`src/logic/icache_params.svh`:
```
`ifndef ICACHE_PARAMS_SVH
`define ICACHE_PARAMS_SVH

// Cache geometry
`define ICACHE_N_WAY        4   // Ways per set
`define ICACHE_DEPTH        64  // Sets per way
`define ICACHE_WAY_BITS     2   // Way number width

// Address split, byte address = {tag, index, offset}
`define ICACHE_ADDR_WIDTH   32  // Byte address width
`define ICACHE_INDEX_BITS   6   // Set index width
`define ICACHE_OFFSET_BITS  2   // Byte offset inside one word
`define ICACHE_TAG_WIDTH    24  // Bits above index and offset

// Line payload
`define ICACHE_DATA_WIDTH   32  // One word per line

`endif

```
`src/logic/icache_pkg.sv`:
```
`default_nettype none

`include "icache_params.svh"

package icache_pkg;

    // Controller states
    typedef enum logic [2:0] {
        IDLE,           // Waiting for a fetch or a pending flush
        LOOKUP,         // Tag and data RAM outputs valid, hit compare
        REFILL_SETUP,   // APB setup phase
        REFILL_ACCESS,  // APB access phase, wait for pready
        RESPOND         // Return word, fill and PLRU touch
    } icache_state_e;

    // Way number
    typedef logic [`ICACHE_WAY_BITS-1:0] way_idx_t;

endpackage

`default_nettype wire

```
`src/logic/icache_ctrl.sv`:
```
`default_nettype none
`timescale 1ns/100ps

`include "icache_params.svh"

module icache_ctrl
    import icache_pkg::*;
(
    input  logic                                             clk_i,
    input  logic                                             rst_n_i,
    input  logic                                             fetch_req_i,
    input  logic [`ICACHE_ADDR_WIDTH-1:0]                    fetch_addr_i,
    output logic                                             fetch_ready_o,
    output logic                                             fetch_valid_o,
    output logic [`ICACHE_DATA_WIDTH-1:0]                    fetch_data_o,
    output logic                                             fetch_err_o,
    input  logic                                             flush_i,
    output logic                                             psel_o,
    output logic                                             penable_o,
    output logic [`ICACHE_ADDR_WIDTH-1:0]                    paddr_o,
    input  logic [`ICACHE_DATA_WIDTH-1:0]                    prdata_i,
    input  logic                                             pready_i,
    input  logic                                             pslverr_i,
    input  logic [`ICACHE_N_WAY-1:0][`ICACHE_TAG_WIDTH-1:0]  tag_way_i,
    input  logic [`ICACHE_N_WAY-1:0]                         vbit_i,
    input  logic [`ICACHE_N_WAY-1:0][`ICACHE_DATA_WIDTH-1:0] data_way_i,
    input  way_idx_t                                         victim_way_i,
    output logic [`ICACHE_N_WAY-1:0]                         mem_req_o,
    output logic                                             mem_we_o,
    output logic [`ICACHE_INDEX_BITS-1:0]                    mem_index_o,
    output logic [`ICACHE_TAG_WIDTH-1:0]                     mem_tag_o,
    output logic                                             mem_vbit_o,
    output logic [`ICACHE_DATA_WIDTH-1:0]                    mem_data_o,
    output logic                                             mem_flush_o,
    output logic                                             touch_o,
    output way_idx_t                                         touch_way_o
);

    icache_state_e                  state_q;
    logic [`ICACHE_ADDR_WIDTH-1:0]  addr_q;       // Accepted fetch address
    logic [`ICACHE_DATA_WIDTH-1:0]  resp_data_q;  // Word to return
    logic                           resp_err_q;   // APB slave error seen
    logic                           resp_fill_q;  // Miss, line to be filled
    way_idx_t                       resp_way_q;   // Hit way or fill way
    logic                           flush_pend_q; // Flush waiting for IDLE
    logic                           accept;
    logic                           fill_en;
    logic [`ICACHE_TAG_WIDTH-1:0]   addr_tag;
    logic [`ICACHE_N_WAY-1:0]       hit_vec;
    logic                           hit;
    way_idx_t                       hit_way;
    way_idx_t                       inv_way;
    way_idx_t                       fill_way;
    logic [`ICACHE_N_WAY-1:0]       way_onehot;

    assign addr_tag = addr_q[`ICACHE_ADDR_WIDTH-1 -: `ICACHE_TAG_WIDTH];

    // Hit compare against all ways at once
    always_comb begin
        for (int w = 0; w < `ICACHE_N_WAY; w++) begin
            hit_vec[w] = vbit_i[w] && (tag_way_i[w] == addr_tag);
        end
    end
    assign hit = |hit_vec;

    // Lowest hit way and lowest invalid way, downward scan so lowest wins
    always_comb begin
        hit_way = '0;
        inv_way = '0;
        for (int w = `ICACHE_N_WAY - 1; w >= 0; w--) begin
            if (hit_vec[w]) hit_way = way_idx_t'(w);
            if (!vbit_i[w]) inv_way = way_idx_t'(w);
        end
    end
    assign fill_way = (&vbit_i) ? victim_way_i : inv_way; // Invalid way first

    // Handshake and flush
    assign fetch_ready_o = (state_q == IDLE) && !flush_pend_q && !flush_i;
    assign accept        = fetch_req_i && fetch_ready_o;
    assign mem_flush_o   = (state_q == IDLE) && (flush_i || flush_pend_q);

    always_ff @(posedge clk_i) begin
        if (!rst_n_i) begin
            flush_pend_q <= 1'b0;
        end else begin
            flush_pend_q <= !mem_flush_o && (flush_pend_q || flush_i); // Hold until applied
        end
    end

    always_ff @(posedge clk_i) begin
        if (accept) addr_q <= fetch_addr_i; // Address stays put for the whole miss
    end

    // Main FSM
    always_ff @(posedge clk_i) begin
        if (!rst_n_i) begin
            state_q     <= IDLE;
            resp_fill_q <= 1'b0;
            resp_way_q  <= '0;
        end else begin
            unique case (state_q)
                IDLE: begin
                    if (accept) state_q <= LOOKUP; // RAM read issued this cycle
                end
                LOOKUP: begin
                    if (hit) begin
                        resp_data_q <= data_way_i[hit_way];
                        resp_err_q  <= 1'b0;
                        resp_fill_q <= 1'b0;
                        resp_way_q  <= hit_way;
                        state_q     <= RESPOND;
                    end else begin
                        resp_fill_q <= 1'b1;
                        resp_way_q  <= fill_way;     // Victim fixed before refill
                        state_q     <= REFILL_SETUP;
                    end
                end
                REFILL_SETUP: state_q <= REFILL_ACCESS;
                REFILL_ACCESS: begin
                    if (pready_i) begin
                        resp_data_q <= prdata_i;     // Sampled with pready
                        resp_err_q  <= pslverr_i;
                        state_q     <= RESPOND;
                    end
                end
                RESPOND: state_q <= IDLE;
                default: state_q <= IDLE;
            endcase
        end
    end

    // APB read requester
    assign psel_o    = (state_q == REFILL_SETUP) || (state_q == REFILL_ACCESS);
    assign penable_o = (state_q == REFILL_ACCESS);
    assign paddr_o   = {addr_q[`ICACHE_ADDR_WIDTH-1:`ICACHE_OFFSET_BITS],
                        {`ICACHE_OFFSET_BITS{1'b0}}}; // Word aligned

    // Fetch response
    assign fetch_valid_o = (state_q == RESPOND);
    assign fetch_data_o  = resp_data_q;
    assign fetch_err_o   = resp_err_q;

    // Fill goes to one way, erroring refills leave the line alone
    always_comb begin
        way_onehot             = '0;
        way_onehot[resp_way_q] = 1'b1;
    end
    assign fill_en = (state_q == RESPOND) && resp_fill_q && !resp_err_q;

    // Read all ways on accept, write the fill way in RESPOND
    assign mem_req_o   = accept ? {`ICACHE_N_WAY{1'b1}} :
                         (fill_en ? way_onehot : '0);
    assign mem_we_o    = fill_en;
    assign mem_index_o = (state_q == IDLE) ?
                         fetch_addr_i[`ICACHE_OFFSET_BITS +: `ICACHE_INDEX_BITS] :
                         addr_q[`ICACHE_OFFSET_BITS +: `ICACHE_INDEX_BITS];
    assign mem_tag_o   = addr_tag;
    assign mem_vbit_o  = fill_en;
    assign mem_data_o  = resp_data_q;

    // PLRU update on hit and on a good fill
    assign touch_o     = (state_q == RESPOND) && !resp_err_q;
    assign touch_way_o = resp_way_q;

endmodule

`default_nettype wire

```
`config.mk`:
```
export PLATFORM = sky130hd
export DESIGN_NAME = icache_ctrl
export DESIGN_NICKNAME = d
export VERILOG_FILES = /design/src/logic/icache_pkg.sv /design/src/logic/icache_ctrl.sv
export VERILOG_INCLUDE_DIRS = /design/src /design/src/logic
export SDC_FILE = /design/constraint.sdc
export NUM_CORES = 1
export LEC_CHECK = 0
export ABC_CLOCK_PERIOD_IN_PS = 4900
export BUFFER_PORTS_ARGS = -buffer_cell sky130_fd_sc_hd__buf_2
export CAP_MARGIN = 25
export CORE_AREA = 2 2 172 174
export DETAILED_ROUTE_END_ITERATION = 10
export DIE_AREA = 0 0 174 176
export PLACE_DENSITY = 0.55
export SETUP_SLACK_MARGIN = 0.02
export SLEW_MARGIN = 5
export SYNTH_ARGS = -nofsm -noshare
export SYNTH_HDL_FRONTEND = slang
export SYNTH_SLANG_ARGS = --single-unit
```
`constraint.sdc`:
```
create_clock -name clk_i -period 4.9 [get_ports clk_i]
set_clock_uncertainty 0.15 [all_clocks]
set_input_delay 0.245 -clock clk_i [delete_from_list [all_inputs] [get_ports clk_i]]
set_output_delay 0.245 -clock clk_i [all_outputs]
set_load 0.01 [all_outputs]
```
==> results of run 1 <==
[cell usage in the layout (no fill, tap or decap), types with 9 or more instances in the layout]
master / count
sky130_fd_sc_hd__nand4_1: 16
sky130_fd_sc_hd__o211ai_2: 30
sky130_fd_sc_hd__xor2_1: 26
sky130_fd_sc_hd__clkbuf_16: 9
sky130_fd_sc_hd__xnor2_1: 68
sky130_fd_sc_hd__a41oi_2: 30
sky130_fd_sc_hd__buf_4: 9
sky130_fd_sc_hd__buf_2: 436
sky130_fd_sc_hd__nand2_1: 96
sky130_fd_sc_hd__edfxtp_1: 63
sky130_fd_sc_hd__dlygate4sd3_1: 30
sky130_fd_sc_hd__mux2i_1: 32
sky130_fd_sc_hd__nor3_1: 38
[metal layers]
layer	global-route usage	wire length (µm)
met1	0.212	11100
met2	0.262	12700
met3	0.0261	1410
met4	0.0287	189
met5	0	13
[flip-flops by register name, summed over array words and instances (netlist names)]
signal	cells
state_q	3
fetch_err_o	1
touch_way_o	2
resp_fill_q	1
addr_q	30
fetch_data_o	32
flush_pend_q	1
[worst max-delay path: cells and delay by family (launching register included)]
family                    cells  cell delay [ns]
and+or+nand+nor               4             1.68
AOI/OAI and AO/OA             2             0.74
DFF                           1             0.58
xor gates and xnor gates      1             0.22
[cell families after synthesis]
| kind of cell | count (synthesis) |
|---|---|
| compound gates | 84 |
| xor+xnor | 96 |
| buf+inv | 100 |
| flops | 70 |
| mux | 32 |
| other cells | 1 |
| simple gates | 185 |
[layout make-up]
cell class	count	area (µm²)
Fill cell	3103	20000
Timing Repair Buffer	476	2570
Inverter	5	18.8
Clock inverter	7	80.1
Multi-Input combinational cell	399	3120
Tap cell	384	480
Clock buffer	9	225
Sequential cell	70	2030
[worst max path at each step]
stage	from	endpoint	slack (ns)	cells after the start
finish	addr_q[24]	fetch_data_o[1]	1.21	7
global route	addr_q[24]	fetch_data_o[1]	1.05	7
CTS	addr_q[24]	fetch_data_o[1]	1.06	7
detailed placement	addr_q[24]	fetch_data_o[31]	1.07	7
global placement	addr_q[24]	fetch_data_o[31]	1.03	7
floorplan	addr_q[11]	fetch_data_o[0]	1.62	8
[power by group through the flow]
stage	combinational [mW]	sequential, mW	clock, mW
final	0.485	0.742	0.707
after CTS	0.487	0.742	0.734
after detailed placement	0.466	0.756	0
after floorplan	0.248	0.741	0
after global placement	0.461	0.754	0
after global routing	0.527	0.746	0.751
[per-stage QoR]
stage / total power, mW / std cells / setup slack (ns) / hold WS [ns] / area [µm²]
global route: 2.02 / 1350 / 1.05 / 0.0215 / 8530
global placement: 1.22 / 1304 / 1.03 / 0.273 / 7920
CTS: 1.96 / 1350 / 1.06 / 0.00373 / 8530
detailed placement: 1.22 / 1304 / 1.07 / 0.273 / 7920
floorplan: 0.989 / 569 / 1.62 / 0.194 / 5810
finish: 1.93 / 1350 / 1.21 / 0.0254 / 8530
[repair_timing]
item                       4_1_cts  5_1_grt
hold endpoints to repair        30        0
setup buffers                    0        0
setup endpoints to repair        0        0
hold buffers                    30        0
==> results.rst, run 1 <==
.. list-table::
   :header-rows: 1

   * - Metric
     - Value
   * - Wirelength, routed
     - about 25000 µm
   * - Pwr dens
     - 227 mW/mm²
   * - Overall fraction of global-route tracks in use
     - 0.156
   * - Layout cells sized above 1
     - 0.550
   * - RSZ-0062 raised after global routing
     - false
   * - Cells along the critical path
     - xor2_1, nor4_1, nand3_1, nor4_4, a221o_2, nand2b_4, o211ai_2
   * - Maximum number of pins on one net before global-route repair
     - 53
   * - Grt total ovfl
     - 0
   * - Die width
     - 174 µm
   * - Min Tclk post-route
     - 3.69 ns
   * - Final core occ
     - 0.299
   * - Maximum number of buffers from clock root to sink
     - 2
   * - Max rail drop VDD
     - around 0.00014 V
   * - H-tree depth reported by CTS
     - 3
   * - Share of power burned in the clock network
     - 0.365
   * - Switch Pwr
     - 0.596 mW
   * - Cts repair resizes
     - 0
   * - Critical path start-end classification
     - flip-flop to flip-flop
   * - Clock transition at the registers of the reported paths
     - 0.07 ns
   * - Hold path startpoint
     - pready_i
   * - Number of antenna violations at the first check in global routing
     - 1
   * - Number of instances in the synthesized netlist
     - about 570
   * - Period utilisation layout
     - 0.754
   * - Worst Hold End
     - state_q[1]
   * - Number of flops mapped to enable cells by yosys
     - 63
   * - RR Startpoint
     - addr_q[24]
   * - Number of remaining DRC errors
     - 0
   * - CP required
     - approximately 4.8 ns
   * - Kind of end point of the critical path
     - flip-flop
   * - Half-perimeter wire length of the detailed placement result
     - 20000 µm
   * - Source-to-sink clock delay at the later pin of the worst-skew pair
     - ~0.34 ns
   * - Top-Level Pins
     - approximately 440
   * - Achievable Freq
     - ~270 MHz
   * - Number of global-route vias before repair
     - 5642
   * - Sequential area share after synthesis
     - 0.350
   * - Synth Area in Adders
     - 0
   * - Mean area per synthesized cell
     - 10.2 µm²
   * - Int Power
     - ~1.3 mW
   * - Largest family of logic cells by synthesized area
     - compound AO/OA/AOI/OAI gates
   * - Total number of vias
     - 5855
   * - First-pass GRT wire length
     - 35700 µm
   * - Register bit total from synthesis
     - 70
   * - XOR/XNOR Fraction of Synth Area
     - 0.147
   * - Worst Path Arrival
     - between 3 and 4 ns
   * - Comb power frac
     - 0.251
   * - Effective utilization at floorplan
     - 0.203
   * - Clock tree from TritonCTS
     - built
   * - Synth-to-Final Area Change
     - 47.0%
   * - Most common cell in the netlist
     - sky130_fd_sc_hd__nand2_1
   * - Clock buffers created by TritonCTS
     - 9
   * - Number of cells traversed by the worst hold path
     - 4
   * - Max-slew violations
     - 0
   * - Logic depth of the worst register-to-register path
     - 7
   * - Clk sink count
     - 70
   * - Final weighted congestion in routability-driven placement
     - 0.894
   * - Async set-or-reset flop fraction in the synthesized netlist
     - 0
   * - Fraction of the mapped netlist area in simple logic gates
     - 0.152
   * - Remaining number of nets flagged by the antenna check after routing
     - 0
   * - Std-Cell Core Area
     - about 0.029 mm²
   * - Number of rows created at floorplan
     - 62
   * - Number of hold violations in the final report
     - 0
   * - Post-synthesis mux area share
     - 0.0552
   * - Detailed-routing iteration count for the pre-antenna-repair pass
     - 4
   * - Leak Pwr
     - a little under 4 nW
   * - Share of the synthesized area in compound gates (AO/OA/AOI/OAI)
     - 0.179
   * - Count of cell types in the netlist
     - 44
   * - Final layout net count
     - 1261
   * - Hold crit path type
     - input pin to flip-flop
   * - Sw Ratio
     - 0.308
   * - Routed vias/inst
     - 4.34
   * - Sum Neg Setup Slack
     - 0 ns
   * - Slew headroom
     - 0.391
   * - Largest stage delay on the critical path
     - ~0.66 ns
   * - Total die area
     - around 0.031 mm²
   * - Measured slew at the worst slew-check pin
     - around 0.91 ns
   * - Quantity of I/O buffers inserted on ports
     - 436
   * - Power share of the sequential group
     - 0.384
   * - Largest area contributor in the synthesized netlist
     - sky130_fd_sc_hd__edfxtp_1
   * - YS warnings
     - 0
   * - Proportion of netlist area held by the largest area contributor
     - 0.326
   * - Max cap viols
     - 0
   * - Leading cell types by total area after synthesis
     - sky130_fd_sc_hd__edfxtp_1, sky130_fd_sc_hd__xnor2_1, sky130_fd_sc_hd__a41oi_2
   * - Cell with the largest stage delay on the worst path
     - sky130_fd_sc_hd__nand2b_4
   * - Highest net fanout along the worst path
     - 32
   * - Violation count after the first detailed-routing iteration
     - 334
   * - Synthesized cell area
     - 0.00580 mm²
   * - Dominant register cell in the synthesized netlist
     - sky130_fd_sc_hd__edfxtp_1
   * - Launching element type of the critical path
     - flip-flop
   * - Outcome
     - complete, no violations
   * - Synth top cells by count
     - sky130_fd_sc_hd__nand2_1, sky130_fd_sc_hd__xnor2_1, sky130_fd_sc_hd__edfxtp_1
   * - Count of antenna diodes in the layout
     - 0
   * - Worst R2R End
     - fetch_data_o[1]
   * - Clock root buffer
     - sky130_fd_sc_hd__clkbuf_16
   * - Post-detailed-route wirelength per cell
     - between 15 and 20 µm
   * - Die Height
     - 176 µm
   * - Final setup viols
     - 0
   * - R2R setup slack
     - between 1 and 1.5 ns
Note: power is estimated with default switching activity, not from simulation.
==> run 2, diff against run 1 <==
- ABC_CLOCK_PERIOD_IN_PS: 4900 -> 3850
- CORE_AREA: 2 2 172 174 -> 2 2 173 175
- DIE_AREA: 0 0 174 176 -> 0 0 175 177
- clock period: 4.9 -> 3.85 ns (I/O delays scaled with it)
==> results.rst, run 2 (synthesis results as in run 1) <==
.. list-table::
   :header-rows: 1

   * - Metric
     - Value
   * - Grt total ovfl
     - 0 (unchanged)
   * - CTS Hold Bufs
     - 64 (was 30)
   * - Number of flip-flops in the largest register
     - 32 (unchanged)
   * - Critical path start-end classification
     - flip-flop to flip-flop (unchanged)
   * - Violation count after the first detailed-routing iteration
     - 347 (was 334)
   * - Met2 global-route usage
     - 0.250 (was 0.262)
   * - CP required
     - 3.89 ns (was 4.80 ns)
   * - Quantity of I/O buffers inserted on ports
     - 436 (unchanged)
   * - Worst Hold End
     - fetch_data_o[9] (was state_q[1])
   * - Remaining number of nets flagged by the antenna check after routing
     - 0 (unchanged)
   * - Hold crit path type
     - input pin to flip-flop (unchanged)
   * - Kind of end point of the critical path
     - flip-flop (unchanged)
   * - Worst R2R End
     - fetch_data_o[25] (was fetch_data_o[1])
   * - Clock buffers created by TritonCTS
     - 9 (unchanged)
   * - Wirelength, routed
     - 25300 µm (was 25400 µm)
   * - Maximum number of buffers from clock root to sink
     - 2 (unchanged)
   * - Highest net fanout along the worst path
     - 32 (unchanged)
   * - Sum Neg Setup Slack
     - 0 ns (unchanged)
   * - Clk sink count
     - 70 (unchanged)
   * - Cts repair resizes
     - 0 (unchanged)
   * - Met1 global-route usage
     - 0.213 (was 0.212)
   * - Hold path startpoint
     - data_way_i[9] (was pready_i)
   * - Final weighted congestion in routability-driven placement
     - 0.904 (was 0.894)
   * - Achievable Freq
     - 288 MHz (was 271 MHz)
   * - Number of remaining DRC errors
     - 0 (unchanged)
   * - Cell area reported after detailed placement
     - 0.00802 mm² (was 0.00792 mm²)
   * - Number of global-route vias before repair
     - 5598 (was 5642)
   * - Max rail drop VDD
     - 0.000173 V (was 0.000139 V)
   * - Leak Pwr
     - 4.12 nW (was 3.92 nW)
   * - Period utilisation layout
     - 0.903 (was 0.754)
   * - Met3 GRT Util
     - 0.0256 (was 0.0261)
   * - Most common cell after layout, fill and taps aside
     - sky130_fd_sc_hd__buf_2 (unchanged)
   * - Min Tclk post-route
     - 3.48 ns (was 3.69 ns)
   * - Die width
     - 175 µm (was 174 µm)
   * - Measured slew at the worst slew-check pin
     - 0.962 ns (was 0.906 ns)
   * - Synth-to-Final Area Change
     - 54.2% (was 47.0%)
   * - Detailed-routing iteration count for the pre-antenna-repair pass
     - 5 (was 4)
   * - Final layout net count
     - 1303 (was 1261)
   * - Max cap viols
     - 0 (unchanged)
   * - Effective utilization at floorplan
     - 0.198 (was 0.203)
   * - Source-to-sink clock delay at the later pin of the worst-skew pair
     - 0.35 ns (was 0.34 ns)
   * - Max-slew violations
     - 0 (unchanged)
   * - Largest stage delay on the critical path
     - 0.59 ns (was 0.66 ns)
   * - Clock transition at the registers of the reported paths
     - 0.07 ns (about the same)
   * - Final setup viols
     - 0 (unchanged)
   * - Routed vias/inst
     - 4.27 (was 4.34)
   * - Launching element type of the critical path
     - flip-flop (unchanged)
   * - Cell with the largest stage delay on the worst path
     - sky130_fd_sc_hd__a221o_2 (was sky130_fd_sc_hd__nand2b_4)
   * - Top-Level Pins
     - 441 (unchanged)
   * - RR Startpoint
     - addr_q[17] (was addr_q[24])
   * - H-tree depth reported by CTS
     - 3 (unchanged)
   * - Total number of vias
     - 5973 (was 5855)
   * - Slew headroom
     - 0.354 (was 0.391)
   * - Count of antenna diodes in the layout
     - 0 (unchanged)
   * - Busiest layer in global routing
     - met2 (unchanged)
   * - RSZ-0062 raised after global routing
     - false (unchanged)
   * - Most frequent cells in the layout
     - sky130_fd_sc_hd__buf_2, sky130_fd_sc_hd__nand2_1, sky130_fd_sc_hd__xnor2_1 (unchanged)
   * - Number of post-CTS setup repair buffers
     - 0 (unchanged)
   * - Logic depth of the worst register-to-register path
     - 7 (unchanged)
   * - Overall fraction of global-route tracks in use
     - 0.155 (was 0.156)
   * - Clock tree from TritonCTS
     - built (unchanged)
   * - Number of cells traversed by the worst hold path
     - 3 (was 4)
   * - Number of antenna violations at the first check in global routing
     - 0 (was 1)
   * - Clock root buffer
     - sky130_fd_sc_hd__clkbuf_16 (unchanged)
   * - Total die area
     - 0.0310 mm² (was 0.0306 mm²)
   * - First-pass GRT wire length
     - 35300 µm (was 35700 µm)
   * - Std-Cell Core Area
     - 0.0292 mm² (was 0.0285 mm²)
   * - Maximum number of pins on one net before global-route repair
     - 35 (was 53)
   * - Post-detailed-route wirelength per cell
     - 18.1 µm (was 18.8 µm)
   * - Cells along the critical path
     - xnor2_1, nand4_1, or4_1, or2_0, a221o_2, nand2b_4, o211ai_2 (was xor2_1, nor4_1, nand3_1, nor4_4, a221o_2, nand2b_4, o211ai_2)
   * - Outcome
     - complete, no violations (unchanged)
   * - Worst Path Arrival
     - 3.51 ns (was 3.60 ns)
   * - Layout cells sized above 1
     - 0.534 (was 0.550)
   * - Pwr dens
     - 274 mW/mm² (was 227 mW/mm²)
   * - Number of rows created at floorplan
     - 63 (was 62)
   * - Half-perimeter wire length of the detailed placement result
     - 20300 µm (was 20000 µm)
   * - Total non-filler cell area in the finished layout
     - 0.00895 mm² (was 0.00853 mm²)
   * - Number of hold violations in the final report
     - 0 (unchanged)
   * - Die Height
     - 177 µm (was 176 µm)
   * - R2R setup slack
     - 0.37 ns (was 1.21 ns)
[run 2: cell types whose count changed in the layout (fill, tap and decap cells not counted), moves of 2 or more]
cell,change
sky130_fd_sc_hd__dlygate4sd3_1,+34
sky130_fd_sc_hd__inv_4,+2
sky130_fd_sc_hd__buf_4,+6
sky130_fd_sc_hd__inv_6,-2
sky130_fd_sc_hd__buf_12,+2
sky130_fd_sc_hd__clkinvlp_4,-2
[run 2: power by group]
part | internal [mW] | switching, mW | leakage [nW] | total, mW
registers | 0.875 | 0.0652 | 0.634 | 0.940
logic | 0.344 | 0.312 | 3.34 | 0.657
clock network | 0.482 | 0.374 | 0.146 | 0.856
[run 2: worst max-delay path by stage]
| stage | slack, ns | start | depth (start not counted) | end |
|---|---|---|---|---|
| finish | 0.37 | addr_q[17] | 7 | fetch_data_o[25] |
| global route | 0.15 | addr_q[19] | 7 | fetch_data_o[18] |
| global placement | 0.36 | addr_q[23] | 7 | fetch_data_o[0] |
| detailed placement | 0.29 | addr_q[17] | 7 | fetch_data_o[25] |
| floorplan | 0.57 | addr_q[11] | 8 | fetch_data_o[0] |
| CTS | 0.28 | addr_q[14] | 7 | fetch_data_o[15] |
[run 2: area by class of cell]
type	count	area, µm²
Clock buffer	11	254
Clock inverter	5	38.8
Fill cell	3099	20300
Inverter	5	18.8
Multi-Input combinational cell	399	3120
Sequential cell	70	2030
Tap cell	390	488
Timing Repair Buffer	518	3000
[run 2: routing by layer]
metal	wire length, µm	vias to the layer above	share of wire
met4	345	0	0.014
met1	11600	2843	0.46
li1	-	2875	-
met5	0	-	0
met2	12200	236	0.48
met3	1200	19	0.047
[run 2: critical path: cells and delay by family, from the launching register on]
| kind | cells | cell delay [ns] |
|---|---|---|
| simple gates | 4 | 1.38 |
| flops | 1 | 0.54 |
| compound gates | 2 | 0.89 |
| xor+xnor | 1 | 0.30 |
[run 2: per-stage QoR]
stage | utilization | std cells | hold slack (ns) | power, mW | setup slack, ns
finish | 0.306 | 1398 | 0.0432 | 2.45 | 0.373
global placement | 0.274 | 1318 | 0.220 | 1.55 | 0.359
global route | 0.306 | 1398 | 0.0308 | 2.58 | 0.148
detailed placement | 0.274 | 1318 | 0.221 | 1.56 | 0.294
floorplan | - | 569 | 0.141 | 1.26 | 0.570
CTS | 0.306 | 1398 | 0.0153 | 2.49 | 0.280
